File: src/obj_pkg.sv
// Shared definitions for the object (sprite) path.
// Holds table widths, the entry layout and the pixel and coordinate types.
// Modules take what they need by a wildcard import in their header.

`default_nettype none

package obj_pkg;

    // ~~~~~~~~~~~~~~~~~~~~~~~~~~~~~~~~~~~~~~~~
    // Object table layout
    // ~~~~~~~~~~~~~~~~~~~~~~~~~~~~~~~~~~~~~~~~

    localparam int OBJ_WORDS  = 4;             // Words per entry.
    localparam int WORD_X     = 0;             // Horizontal position.
    localparam int WORD_Y     = 1;             // Vertical position.
    // Word 2 holds the tile code. It is stored but not read by the scanner.
    localparam int WORD_ATTR  = 3;             // Attributes, colour in the low byte.

    localparam int ATTR_END_BIT = 15;          // Set on the entry that ends the table.

    // ~~~~~~~~~~~~~~~~~~~~~~~~~~~~~~~~~~~~~~~~
    // Address and pixel widths
    // ~~~~~~~~~~~~~~~~~~~~~~~~~~~~~~~~~~~~~~~~

    localparam int ADDR_W     = 13;            // CPU word address, top bit picks the bank.
    localparam int GFX_ADDR_W = 12;            // Word address inside one bank.
    localparam int POS_W      = 9;             // Screen coordinates wrap at 512.
    localparam int PIX_W      = 8;             // Pixel value. Zero is transparent.
    localparam int OBJ_SIZE   = 16;            // Objects are square blocks.

    typedef logic [15:0]      obj_word_t;      // One table word.
    typedef logic [PIX_W-1:0] pix_t;           // One pixel.
    typedef logic [POS_W-1:0] pos_t;           // X, Y, line or column.

endpackage

`default_nettype wire

File: src/obj_scan.sv
// Object table scanner.
// On each line_start it waits for the line buffer to clear, then walks the
// shown bank entry by entry and issues a draw strobe for every object that
// covers the line. line_done pulses once the last span is painted.
// The scan stops after OBJ_COUNT entries or at an entry with the end bit set.
// The end-marker entry itself is not drawn.

`timescale 1ns/1ps
`default_nettype none

module obj_scan import obj_pkg::*; #(
    parameter int OBJ_COUNT = 256              // Entries scanned at most, up to 1024.
) (
    input  logic                  clk,
    input  logic                  reset,
    input  logic                  line_start,
    input  pos_t                  vpos,
    input  obj_word_t             gfx_data,    // Arrives one cycle after obj_addr.
    input  logic                  busy,        // Line buffer clearing or painting.
    output logic [GFX_ADDR_W-1:0] obj_addr,
    output logic                  draw,
    output pos_t                  draw_x,
    output pix_t                  draw_pix,
    output logic                  line_done
);

    localparam int WSEL_W = $clog2(OBJ_WORDS);
    localparam int IDX_W  = GFX_ADDR_W - WSEL_W;

    typedef enum logic [2:0] {
        S_IDLE,                                // Waiting for a line.
        S_CLEAR,                               // Line buffer still clearing.
        S_FETCH,                               // Reading X, Y and attributes.
        S_EVAL,                                // Attribute word on gfx_data.
        S_DRAW,                                // Hit waiting for the buffer.
        S_FINISH                               // Last span still painting.
    } state_t;

    state_t            state;
    logic [IDX_W-1:0]  idx;                    // Current entry.
    logic [WSEL_W-1:0] wsel;                   // Word being requested.
    pos_t              line_q;                 // Line being rendered.
    pos_t              x_q;
    pos_t              y_q;
    pos_t              dy;                     // Row inside the object, mod 512.
    logic              hit;
    logic              last;

    assign obj_addr = {idx, wsel};
    assign dy       = line_q - y_q;
    assign hit      = (dy < POS_W'(OBJ_SIZE)) && (gfx_data[PIX_W-1:0] != '0);
    assign last     = (idx == IDX_W'(OBJ_COUNT - 1));

    always_ff @(posedge clk) begin
        draw      <= 1'b0;                     // Both are one-cycle pulses.
        line_done <= 1'b0;
        if (reset) begin
            state <= S_IDLE;
            idx   <= '0;
            wsel  <= '0;
        end else if (line_start) begin
            state  <= S_CLEAR;                 // Restart from the first entry.
            idx    <= '0;
            wsel   <= WSEL_W'(WORD_X);
            line_q <= vpos;
        end else begin
            case (state)
                S_CLEAR: begin
                    if (!busy) begin
                        state <= S_FETCH;
                    end
                end
                // Each cycle requests one word and captures the one before.
                S_FETCH: begin
                    case (wsel)
                        WSEL_W'(WORD_X): begin
                            wsel <= WSEL_W'(WORD_Y);
                        end
                        WSEL_W'(WORD_Y): begin
                            x_q  <= gfx_data[POS_W-1:0];   // X arrives.
                            wsel <= WSEL_W'(WORD_ATTR);
                        end
                        default: begin
                            y_q   <= gfx_data[POS_W-1:0];  // Y arrives.
                            state <= S_EVAL;
                        end
                    endcase
                end
                S_EVAL: begin
                    if (gfx_data[ATTR_END_BIT]) begin
                        state <= S_FINISH;
                    end else if (hit) begin
                        draw_x   <= x_q;
                        draw_pix <= gfx_data[PIX_W-1:0];
                        state    <= S_DRAW;
                    end else if (last) begin
                        state <= S_FINISH;
                    end else begin
                        idx   <= idx + 1'b1;
                        wsel  <= WSEL_W'(WORD_X);
                        state <= S_FETCH;
                    end
                end
                S_DRAW: begin
                    if (!busy) begin
                        draw <= 1'b1;
                        if (last) begin
                            state <= S_FINISH;
                        end else begin
                            idx   <= idx + 1'b1;
                            wsel  <= WSEL_W'(WORD_X);
                            state <= S_FETCH;
                        end
                    end
                end
                S_FINISH: begin
                    // busy rises the cycle after draw, so skip that cycle.
                    if (!busy && !draw) begin
                        line_done <= 1'b1;
                        state     <= S_IDLE;
                    end
                end
                default: ;
            endcase
        end
    end

endmodule

`default_nettype wire

File: config.mk
export PLATFORM = sky130hd
export DESIGN_NAME = obj_scan
export DESIGN_NICKNAME = d
export VERILOG_FILES = /design/src/obj_pkg.sv /design/src/obj_scan.sv
export SDC_FILE = /design/constraint.sdc
export NUM_CORES = 1
export LEC_CHECK = 0
export BUFFER_PORTS_ARGS = -buffer_cell sky130_fd_sc_hd__buf_2
export CORE_ASPECT_RATIO = 2
export CORE_MARGIN = 4
export CORE_UTILIZATION = 35
export CTS_CLUSTER_DIAMETER = 40
export DETAILED_ROUTE_END_ITERATION = 10
export PLACE_DENSITY = 0.59
export SYNTH_ARGS = -nofsm -noshare
export SYNTH_HDL_FRONTEND = slang
export SYNTH_SLANG_ARGS = --single-unit
File: constraint.sdc
create_clock -name clk -period 2.4 [get_ports clk]
set_input_delay 0.12 -clock clk [delete_from_list [all_inputs] [get_ports clk]]
set_output_delay 0.12 -clock clk [all_outputs]
set_load 0.03 [all_outputs]
# ---- After elaboration in Yosys (flattened, before gate mapping)
# Cells that the tools add are included.
dict set report totals {
  word_cells 82
  ff_bits 61
  in_bits 29
  output_inout_bits 31
}
dict set report classes {
  n_addsub 2
  n_eq_ne 18
  n_mux 22
  bitwise_logic 6
  n_reduce_logical 22
  n_lt_le_gt_ge 1
}
# cell n
set op_table {}
lappend op_table {{$mux W10} 4}
lappend op_table {{$mux W3} 7}
lappend op_table {{$pmux W10 S2} 1}
lappend op_table {{$reduce_and A5 Y1} 4}
lappend op_table {{$ne A3 B3 Y1 const B} 5}
lappend op_table {{$pmux W3 S5} 1}
lappend op_table {{$ne A2 B2 Y1 const B} 6}
lappend op_table {{$reduce_and A4 Y1} 3}
lappend op_table {{$add A10 B1 Y10 const B} 1}
lappend op_table {{$eq A10 B8 Y1 const B} 1}
lappend op_table {{$lt A9 B5 Y1 const B} 1}
lappend op_table {{$sub A9 B9 Y9} 1}
lappend op_table {{$mux W2} 4}
lappend op_table {{$reduce_bool A8 Y1} 1}
lappend op_table {{$eq A3 B2 Y1 const B} 2}
lappend op_table {{$eq A3 B3 Y1 const B} 2}
lappend op_table {{$not A1 Y1} 6}
lappend op_table {{$pmux W2 S3} 1}
lappend op_table {{$reduce_bool A6 Y1} 1}
lappend op_table {{$reduce_or A3 Y1} 2}
lappend op_table {{$reduce_bool A5 Y1} 1}
lappend op_table {{$pmux W2 S2} 1}
lappend op_table {{$reduce_or A2 Y1} 2}
lappend op_table {{$eq A3 B1 Y1 const B} 1}
lappend op_table {{8 further kinds} 12}

# ---- Depth between registers and ports, before layout
# Gate-level depths: netlist of the first run.
dict set report logic_depth {
  depth_word 7
  ltp_mapped 11
  mapped_depth_nobuf 9
}

# ---- Worst setup path after synthesis of the first run
# No wires, ideal clock.
dict set report synth_timing {
  path_kind {reg2reg}
  startpoint {register line_q[6]}
  endpoint {register draw_pix[0] (enable)}
  synth_period_minus_slack_ns 2.572
  slack_ns -0.172
  t_arrival_ns 2.197
  t_required_ns 2.025
  setup_ns 0.375
  path_buffers 0
  stages_incl_launch_ff 8
  path_cell_list {edfxtp_1 > ha_1 > or4_1 > a21oi_1 > o21a_1 > a211oi_2 > nor3_1 > and3_1}
}
dict set report synth_between {
  elab_chain_cells 4
}
# item line_no
set synth_lines {}
lappend synth_lines {{start, declared} obj_scan.sv:42} ;# pos_t line_q;
lappend synth_lines {{start signal, assigned} obj_scan.sv:65} ;# line_q <= vpos;
lappend synth_lines {{$sub A9 B9 Y9} obj_scan.sv:50} ;# assign dy = line_q - y_q;
lappend synth_lines {{$lt A9 B5 Y1} obj_scan.sv:51} ;# assign hit = (dy < POS_W'(OBJ_SIZE)) && (gfx_data[PIX_W-1:0] != '0);
lappend synth_lines {{$logic_and A1 B1 Y1} obj_scan.sv:51}
lappend synth_lines {{$reduce_and A5 Y1 (no line)} n/a}
lappend synth_lines {{end signal, assigned} obj_scan.sv:94} ;# draw_pix <= gfx_data[PIX_W-1:0];
lappend synth_lines {{end, declared} obj_scan.sv:23} ;# output pix_t draw_pix,
# Every way passes these cells.
# A chain may end at the register's enable or synchronous reset.

# ---- Worst setup path in the final report of the first run
dict set report layout_timing {
  startpoint {register y_q[6]}
  endpoint {register draw_pix[5] (enable)}
}
dict set report layout_between {
  elab_chain_cells 4
}
# item line_no
set layout_lines {}
lappend layout_lines {{start, declared} obj_scan.sv:44} ;# pos_t y_q;
lappend layout_lines {{start signal, assigned} obj_scan.sv:84} ;# y_q <= gfx_data[POS_W-1:0];
lappend layout_lines {{$sub A9 B9 Y9} obj_scan.sv:50}
lappend layout_lines {{$lt A9 B5 Y1} obj_scan.sv:51}
lappend layout_lines {{$logic_and A1 B1 Y1} obj_scan.sv:51}
lappend layout_lines {{$reduce_and A5 Y1 (no line)} n/a}
# Every way passes these cells.

==> results of run 1 <==
## cell families (layout without fill, tap and decap cells)
group / count (synthesis) / count (layout) / share of synthesized area
compound gates: 60 / 60 / 0.1520
xor+xnor: 4 / 4 / 0.01302
fa+ha+maj: 8 / 8 / 0.03719
buf+inv: 17 / 121 / 0.02883
flops: 61 / 61 / 0.6174
mux: 1 / 1 / 0.003719
simple gates: 64 / 64 / 0.1478
## cells in the mapped netlist, types with 3 or more instances
| cell type | count |
|---|---|
| or4_1 | 8 |
| a211oi_1 | 3 |
| o31ai_1 | 9 |
| a21oi_1 | 20 |
| nand3_1 | 9 |
| o21ai_0 | 6 |
| nor3_1 | 5 |
| ha_1 | 8 |
| dfxtp_1 | 17 |
| xnor2_1 | 3 |
| o21ai_1 | 3 |
| and3_1 | 4 |
| nand2_1 | 10 |
| edfxtp_1 | 44 |
| o21a_1 | 3 |
| nor2_1 | 10 |
| inv_1 | 11 |
## layer usage
metal	wire, um	vias up
met3	232	17
met4	252	0
li1	-	1036
met1	2322	1045
met5	0	-
met2	3975	48
## repair_timing
item | 4_1_cts | 5_1_grt
pin swaps | 6 | 25
resized for setup | 18 | 37
endpoints found under the hold margin | 11 | 0
hold buffers | 10 | 0
endpoints found under the setup margin | 31 | 32
buffers inserted | 4 | 2
cloned | 0 | 1
## through the flow
stage,setup slack [ns],instances
final,-0.01999,413
after global routing,-0.1333,413
after CTS,-0.03418,410
after detailed placement,-0.1353,380
after global placement,-0.1017,380
after floorplan,0.01232,215
## worst max-delay path: stages (launching register included)
cell,delay (ns)
edfxtp_1,0.38
inv_2,0.10
ha_4,0.21
or4_4,0.51
a21oi_2,0.11
o21a_1,0.18
a211oi_4,0.07
nor3_2,0.18
and3_4,0.23
buf_12,0.15
## worst min path at each step
stage	startpoint	endpoint	slack (ns)	depth (start not counted)
after floorplan	gfx_data[0]	draw_pix[0]	0.22	0
after global placement	vpos[6]	line_q[6]	0.30	1
after detailed placement	vpos[6]	line_q[6]	0.30	1
after CTS	gfx_data[0]	y_q[0]	0.01	1
after global routing	gfx_data[0]	y_q[0]	0.02	1
final	gfx_data[0]	y_q[0]	0.02	1
## state kept, by name (all words and copies together) (netlist names)
name       count
line_done      1
x_q            9
idx           10
line_q         9
state          3
draw           1
draw_pix       8
draw_x         9
y_q            9
wsel           2
## layout make-up
class | instances | area share
clock inverter | 7 | 0.02263
sequential | 61 | 0.4175
inverter | 11 | 0.01037
multi-input combinational | 137 | 0.3021
tap | 94 | 0.02955
clock buffer | 9 | 0.05659
timing repair buffer | 94 | 0.1613
## report_power, final
group | internal, W | leakage, nW | switching [W]
clock | 0.000900 | 0.143 | 0.000464
combinational | 0.000105 | 0.790 | 0.000102
sequential | 0.00114 | 0.536 | 0.00000987
==> summary.md, run 1 <==
| Metric | Value |
|---|---|
| Status | complete, but fails checks |
| Failing checks | negative setup slack |
| VDD IR max | 0.4793 mV |
| Num rows | 45 |
| Vias in the first global route | roughly 2200 |
| Initial antenna violation count | 0 |
| Crit end category | flop |
| Number of synthesized flops with an enable pin | 44 |
| Startpoint Class | flop |
| Via density | between 5 and 6 |
| Worst R2R Path Depth | 9 |
| Fraction of registers with async set/reset | 0 |
| First-pass GRT wire length | 10320 um |
| Fin. max-slew vios | 0 |
| Library cells used by synthesis | 51 |
| Syn_nets | 252 |
| Period utilisation layout | 1.008 |
| Clock tree root buffer cell | clkbuf_16 |
| Crit Reg-Reg Startpoint | y_q[6] |
| GR Layer Usage met3 | 0.03435 |
| Clock Sink Count | between 60 and 70 |
| P&R area growth vs syn | 47.88% |
| Setup ws final | -0.01999 ns |
| FF+latch area | 0.001662 mm^2 |
| Most frequent cells in the layout | buf_2 (53), edfxtp_1 (44), buf_4 (24) |
| Share of the synthesized area in the top cell type | 0.4909 |
| Syn_area_per_cell | around 13 um^2 |
| Tot GR Track Use | 0.1469 |
| Busiest layer in global routing | met2 |
| Core Box Area | between 0.007 and 0.008 mm^2 |
| Hold WC Path Type | input pin to flop |
| Final hold vios | 0 |
| Fraction of layout cells with a size suffix above 1 | 0.4671 |
| Data required time of the worst path | roughly 2.4 ns |
| Max_cap viols | 0 |
| GR Util met1 | 0.1363 |
| R2r endpoint | draw_pix[5] |
| Via Count | between 2000 and 2500 |
| Die Footprint | between 0.009 and 0.01 mm^2 |
| Multi-input gate area in the final layout | 0.001202 mm^2 |
| Largest net degree at the start of global routing | 20 |
| Dpl cell area | 0.003244 mm^2 |
| Placer Congestion | 0.8341 |
| # DRC | 0 |
| Mapped Cells | roughly 220 |
| TritonRoute pass-1 iters | 4 |
| Most common cell after layout, fill and taps aside | buf_2 |
| Reg2Reg Setup Slack | -0.02 ns |
| Yosys top cell by area | edfxtp_1 |
| Rel. slew slack | 0.7021 |
| Slew of the pin with the lowest slew margin | 0.4453 ns |
| Drt wl/cell | around 16 um |
| Die Height | 132.0 um |
| Main flop type after synthesis | edfxtp_1 |
| PwrDens | approximately 680 mW/mm^2 |
| Minimum clock period | roughly 2.4 ns |
| Post-synthesis sequential area ratio | 0.6174 |
| Finished Core Util | 0.5275 |
| Post-DRT Antenna Nets | 0 |
| Met2 usage | 0.2771 |
| PnR Total Power | 0.002721 W |
| Warning count from the yosys run | 0 |
| Die width | between 70 and 80 um |
| Final wirelength | roughly 6800 um |
| Grt ovf | 0 |
| Detail Placement HPWL | around 4600 um |
| Area contributors post-synth | edfxtp_1 (49%), dfxtp_1 (13%), a21oi_1 (3.7%) |
| Num CTS Buffers | 9 |
| IO Count | 60 |
| Final net count | around 350 |
| Max Clock Freq | 413.2 MHz |
| CP endpoint | draw_pix[5] |
| Clock Skew | approximately 0.0047 ns |
| CTS tree | yes |
| Crit path DAT | roughly 2.5 ns |
| Worst-case clock buffer depth | 2 |
| CP Class | flop to flop |
| Number of fill cells | between 600 and 700 |
| PortBufs | 53 |
| Initial Util | 0.3567 |
| CP startpoint | y_q[6] |
| Drt initial violations | around 120 |
| Worst Path Max Fanout | 17 |
| Leakage | between 1 and 1.5 nW |
| Clock slew at reported path FFs | 0.05 ns |
| ANT cells | 0 |
| Synth Register Bits | a little over 60 |
| Clk Latency, worst-skew pair | around 0.33 ns |
| Final instance area | ~0.004 mm^2 |
| H-tree levels | 3 |
| RSZ-0062 raised after global routing | yes |
| WHS | around 0.017 ns |
| Setup-failing EPs final | 19 |
| Post-Syn Area | roughly 0.0027 mm^2 |
| TNS Setup | -0.2877 ns |
(Power assumes the default switching activity.)
==> run 2: changes to the inputs <==
- ABC_AREA: unset -> 1
- PLACE_DENSITY: 0.59 -> 0.58
==> run 2 against run 1 <==
Design area is 7.8% lower. The run now ends clean. Clock power down 9.6%. Critical endpoint is now draw_pix[4]. Clock skew rose by 0.00073 ns. Largest power group unchanged. Clock-buffer cell count increased by 1. Highest routed layer unchanged. First-iteration DRC count fell by 39%. Worst hold slack improved by 0.0045 ns. Non-clock buffer count down 24. Setup slack better by 0.26 ns.
==> summary.md, run 2 <==
| Metric | Value |
|---|---|
| Setup-failing EPs final | 0 (-19) |
| Combinational Power Share | 0.059 (-0.017) |
| Clk Latency, worst-skew pair | 0.33 ns (about the same) |
| CTS tree | yes |
| Clock slew at reported path FFs | 0.05 ns (about the same) |
| PwrDens | 689.0 mW/mm^2 (+0.77%) |
| Mapped Cells | 278 (+29%) |
| Data required time of the worst path | 2.44 ns (about the same) |
| Most frequent cells in the layout | nand2_1 (57), buf_2 (53), edfxtp_1 (44) |
| Final net count | 394 (+12%) |
| Synth Area in XOR/XNOR | 0.02846 (+0.01544) |
| Via density | 4.642 (-11%) |
| Drt initial violations | 75 (-39%) |
| Max_cap viols | 0 (unchanged) |
| Multi-input gate area in the final layout | 0.001027 mm^2 (-15%) |
| Initial antenna violation count | 0 (unchanged) |
| Count leader, synth | nand2_1 |
| # DRC | 0 (unchanged) |
| Post-synthesis sequential area ratio | 0.5998 (-0.01757) |
| Setup ws final | 0.2410 ns (+0.2610 ns) |
| Warning count from the yosys run | 0 (unchanged) |
| Fraction of registers with async set/reset | 0 (unchanged) |
| CP Class | flop to flop |
| Sequential fraction of design power | 0.455 (+0.032) |
| Minimum clock period | 2.159 ns (-0.2610 ns) |
| Hold WC Path Type | input pin to flop |
| Net Sw Frac | 0.2109 (-0.0008015) |
| Leakage | 1.503 nW (+2.3%) |
| Die width | 70.91 um (+1.3%) |
| IO Count | 60 (unchanged) |
| ANT cells | 0 (unchanged) |
| Post-Syn Area | 0.002770 mm^2 (+2.9%) |
| CP peak stage delay | 0.41 ns (-0.10 ns) |
| Pre-CTS setup slack | 0.1717 ns (+0.3070 ns) |
| Crit path buf inv count | 1 (-1) |
| Main combinational cell family by area after synthesis | simple AND/OR/NAND/NOR gates |
| Largest net degree at the start of global routing | 18 (-10%) |
| FF+latch area | 0.001662 mm^2 (unchanged) |
| Fraction of layout cells with a size suffix above 1 | 0.2687 (-0.1984) |
| Max stage delay cell, worst path | edfxtp_1 |
| Num CTS Buffers | 9 (unchanged) |
| Biggest register | idx |
| Most common cell after layout, fill and taps aside | nand2_1 |
| Post-DRT Antenna Nets | 0 (unchanged) |
| Crit end category | flop |
| Status | finished clean |
| Area contributors post-synth | edfxtp_1 (48%), dfxtp_1 (12%), nand2_1 (7.9%) |
| Die Footprint | 0.009488 mm^2 (+2.7%) |
| Syn_area_per_cell | 9.965 um^2 (-20%) |
| Clock Sink Count | 61 (unchanged) |
| Max Clock Freq | 463.2 MHz (+12%) |
| Startpoint Class | flop |
| Clock tree root buffer cell | clkbuf_16 |
| Worst-case clock buffer depth | 2 (unchanged) |
| Drt wl/cell | 13.67 um (-17%) |
| PortBufs | 53 (unchanged) |
| Via Count | 2112 (-1.6%) |
| WHS | 0.02182 ns (+0.004474 ns) |
| Net Sw Power | 0.0005333 W (-7.4%) |
| Fin. max-slew vios | 0 (unchanged) |
| Number of synthesized flops with an enable pin | 44 (unchanged) |
| Initial Util | 0.3618 (+0.005048) |
| H-tree levels | 3 (unchanged) |
| RSZ-0062 raised after global routing | no |
| Crit path DAT | 2.20 ns (-0.26 ns) |
| VDD IR max | 0.5119 mV (+6.8%) |
| Crit path cell chain | ha_4 > a21oi_2 > nor2_1 > nor2_1 > nand2_1 > nand2_1 > nand2_1 > nor2_2 > nand3_2 > nor3_4 > buf_12 |
| Final wirelength | 6222 um (-8.3%) |
| Yosys top cell by area | edfxtp_1 |
| Clock power share | 0.487 (-0.014) |
| Placer Congestion | 0.9023 (+8.2%) |
| P&R area growth vs syn | 32.52% |
| Final hold vios | 0 (unchanged) |
| Number of fill cells | 753 (+8.5%) |
| Main flop type after synthesis | edfxtp_1 |
| Synth Register Bits | 61 (unchanged) |
| Tot GR Track Use | 0.1428 (-0.004039) |
| Library cells used by synthesis | 30 (-41%) |
| Grt ovf | 0 (unchanged) |
| Clock Skew | 0.005416 ns (+0.0007274 ns) |
| Multiplexer area fraction after synthesis | 0 (-0.003719) |
| Share of the synthesized area in the top cell type | 0.4770 (-0.01397) |
| Die Height | 133.8 um (+1.4%) |
| Top delay family on crit path | simple AND/OR/NAND/NOR gates |
| Core Box Area | 0.007657 mm^2 (+1.5%) |
| Top post-synthesis cells by count | nand2_1 (58), edfxtp_1 (44), inv_1 (34) |
| Top cell by count, worst path | nand2_1 |
| Worst Path Max Fanout | 17 (unchanged) |
| Max reg flops | 10 (unchanged) |
| Post-Synth Adder-Cell Area | 0.03613 (-0.001058) |
| Rel. slew slack | 0.4354 (-0.2666) |
| Period utilisation layout | 0.8996 (-0.1087) |
| Num rows | 45 (unchanged) |
| Simple logic cell fraction of the synthesized area | 0.2222 (+0.07438) |
| Slew of the pin with the lowest slew margin | 0.8437 ns (+0.3985 ns) |
| TritonRoute pass-1 iters | 4 (unchanged) |
| Syn_nets | 315 (+25%) |
| Power Internal | 0.001996 W (-7.0%) |
| First-pass GRT wire length | 10320 um (unchanged) |
| Post-synthesis compound-gate area fraction | 0.05827 (-0.09376) |
| Vias in the first global route | 2256 (+3.2%) |
| Detail Placement HPWL | 4690 um (+2.1%) |
run 2: cell types whose count changed after synthesis, moves of 3 or more:
cell and change:
o21a_1 -3, nand2_1 +48, nand3_1 +14, inv_2 +3, nor3_4 +3, and3_1 -3
xor2_1 +6, nor2_1 +20, or4_1 -8, inv_1 +23, o31ai_1 -9, a211oi_1 -3
run 2: per-layer routing:
layer	routed length (um)	track usage	up-vias
li1	-	-	1088
met1	2185	0.1365	960
met2	3565	0.2622	50
met3	272	0.04051	14
met4	199	0.08473	0
met5	0	0	-
run 2: power groups by stage:
| stage | clock network [W] | logic (W) | registers [W] |
|---|---|---|---|
| floorplan | 0 | 0.0000828 | 0.00117 |
| global placement | 0 | 0.000131 | 0.00117 |
| detailed placement | 0 | 0.000133 | 0.00117 |
| CTS | 0.00126 | 0.000149 | 0.00115 |
| global route | 0.00130 | 0.000170 | 0.00115 |
| finish | 0.00123 | 0.000148 | 0.00115 |
run 2: area by class of cell:
class                           instances  share of cell area
Tap cell                               94             0.03204
Multi-Input combinational cell        177              0.2798
Clock buffer                           10             0.06237
Sequential cell                        61              0.4526
Inverter                               38             0.03920
Clock inverter                          5             0.01431
Timing Repair Buffer                   70              0.1196
run 2: stage by stage:
stage | TNS (ns) | power (W) | utilization | instances | instance area [um^2]
CTS | 0 | 0.002563 | 0.4761 | 455 | 3646
global route | 0 | 0.002622 | 0.4794 | 455 | 3671
detailed placement | 0 | 0.001303 | 0.4237 | 428 | 3244
global placement | 0 | 0.001301 | 0.4237 | 428 | 3244
floorplan | -0.3836 | 0.001253 | - | 278 | 2826
finish | 0 | 0.002529 | 0.4794 | 455 | 3671
run 2: path summary, 6_finish.rpt:
kind                               endpoint   startpoint  depth (start not counted)  slack [ns]
worst max-delay path            draw_pix[4]    line_q[4]                         11        0.24
worst min-delay path            draw_pix[1]  gfx_data[1]                          1        0.02
worst max register to register  draw_pix[4]    line_q[4]                         11        0.24
worst min register to register    draw_x[3]       x_q[3]                          0        0.41
run 2: logic make-up (layout without fill, tap and decap cells):
| logic type | after synthesis | after routing |
|---|---|---|
| simple gates | 131 | 131 |
| buf+inv | 40 | 123 |
| compound gates | 29 | 29 |
| xor+xnor | 9 | 9 |
| flops | 61 | 61 |
| fa+ha+maj | 8 | 8 |
run 2: repair_timing:
action                     in CTS  in global routing
buffers inserted                0                  0
hold endpoints to repair       14                  0
setup endpoints to repair       0                 19
resized for setup               0                  3
hold buffers                   12                  0
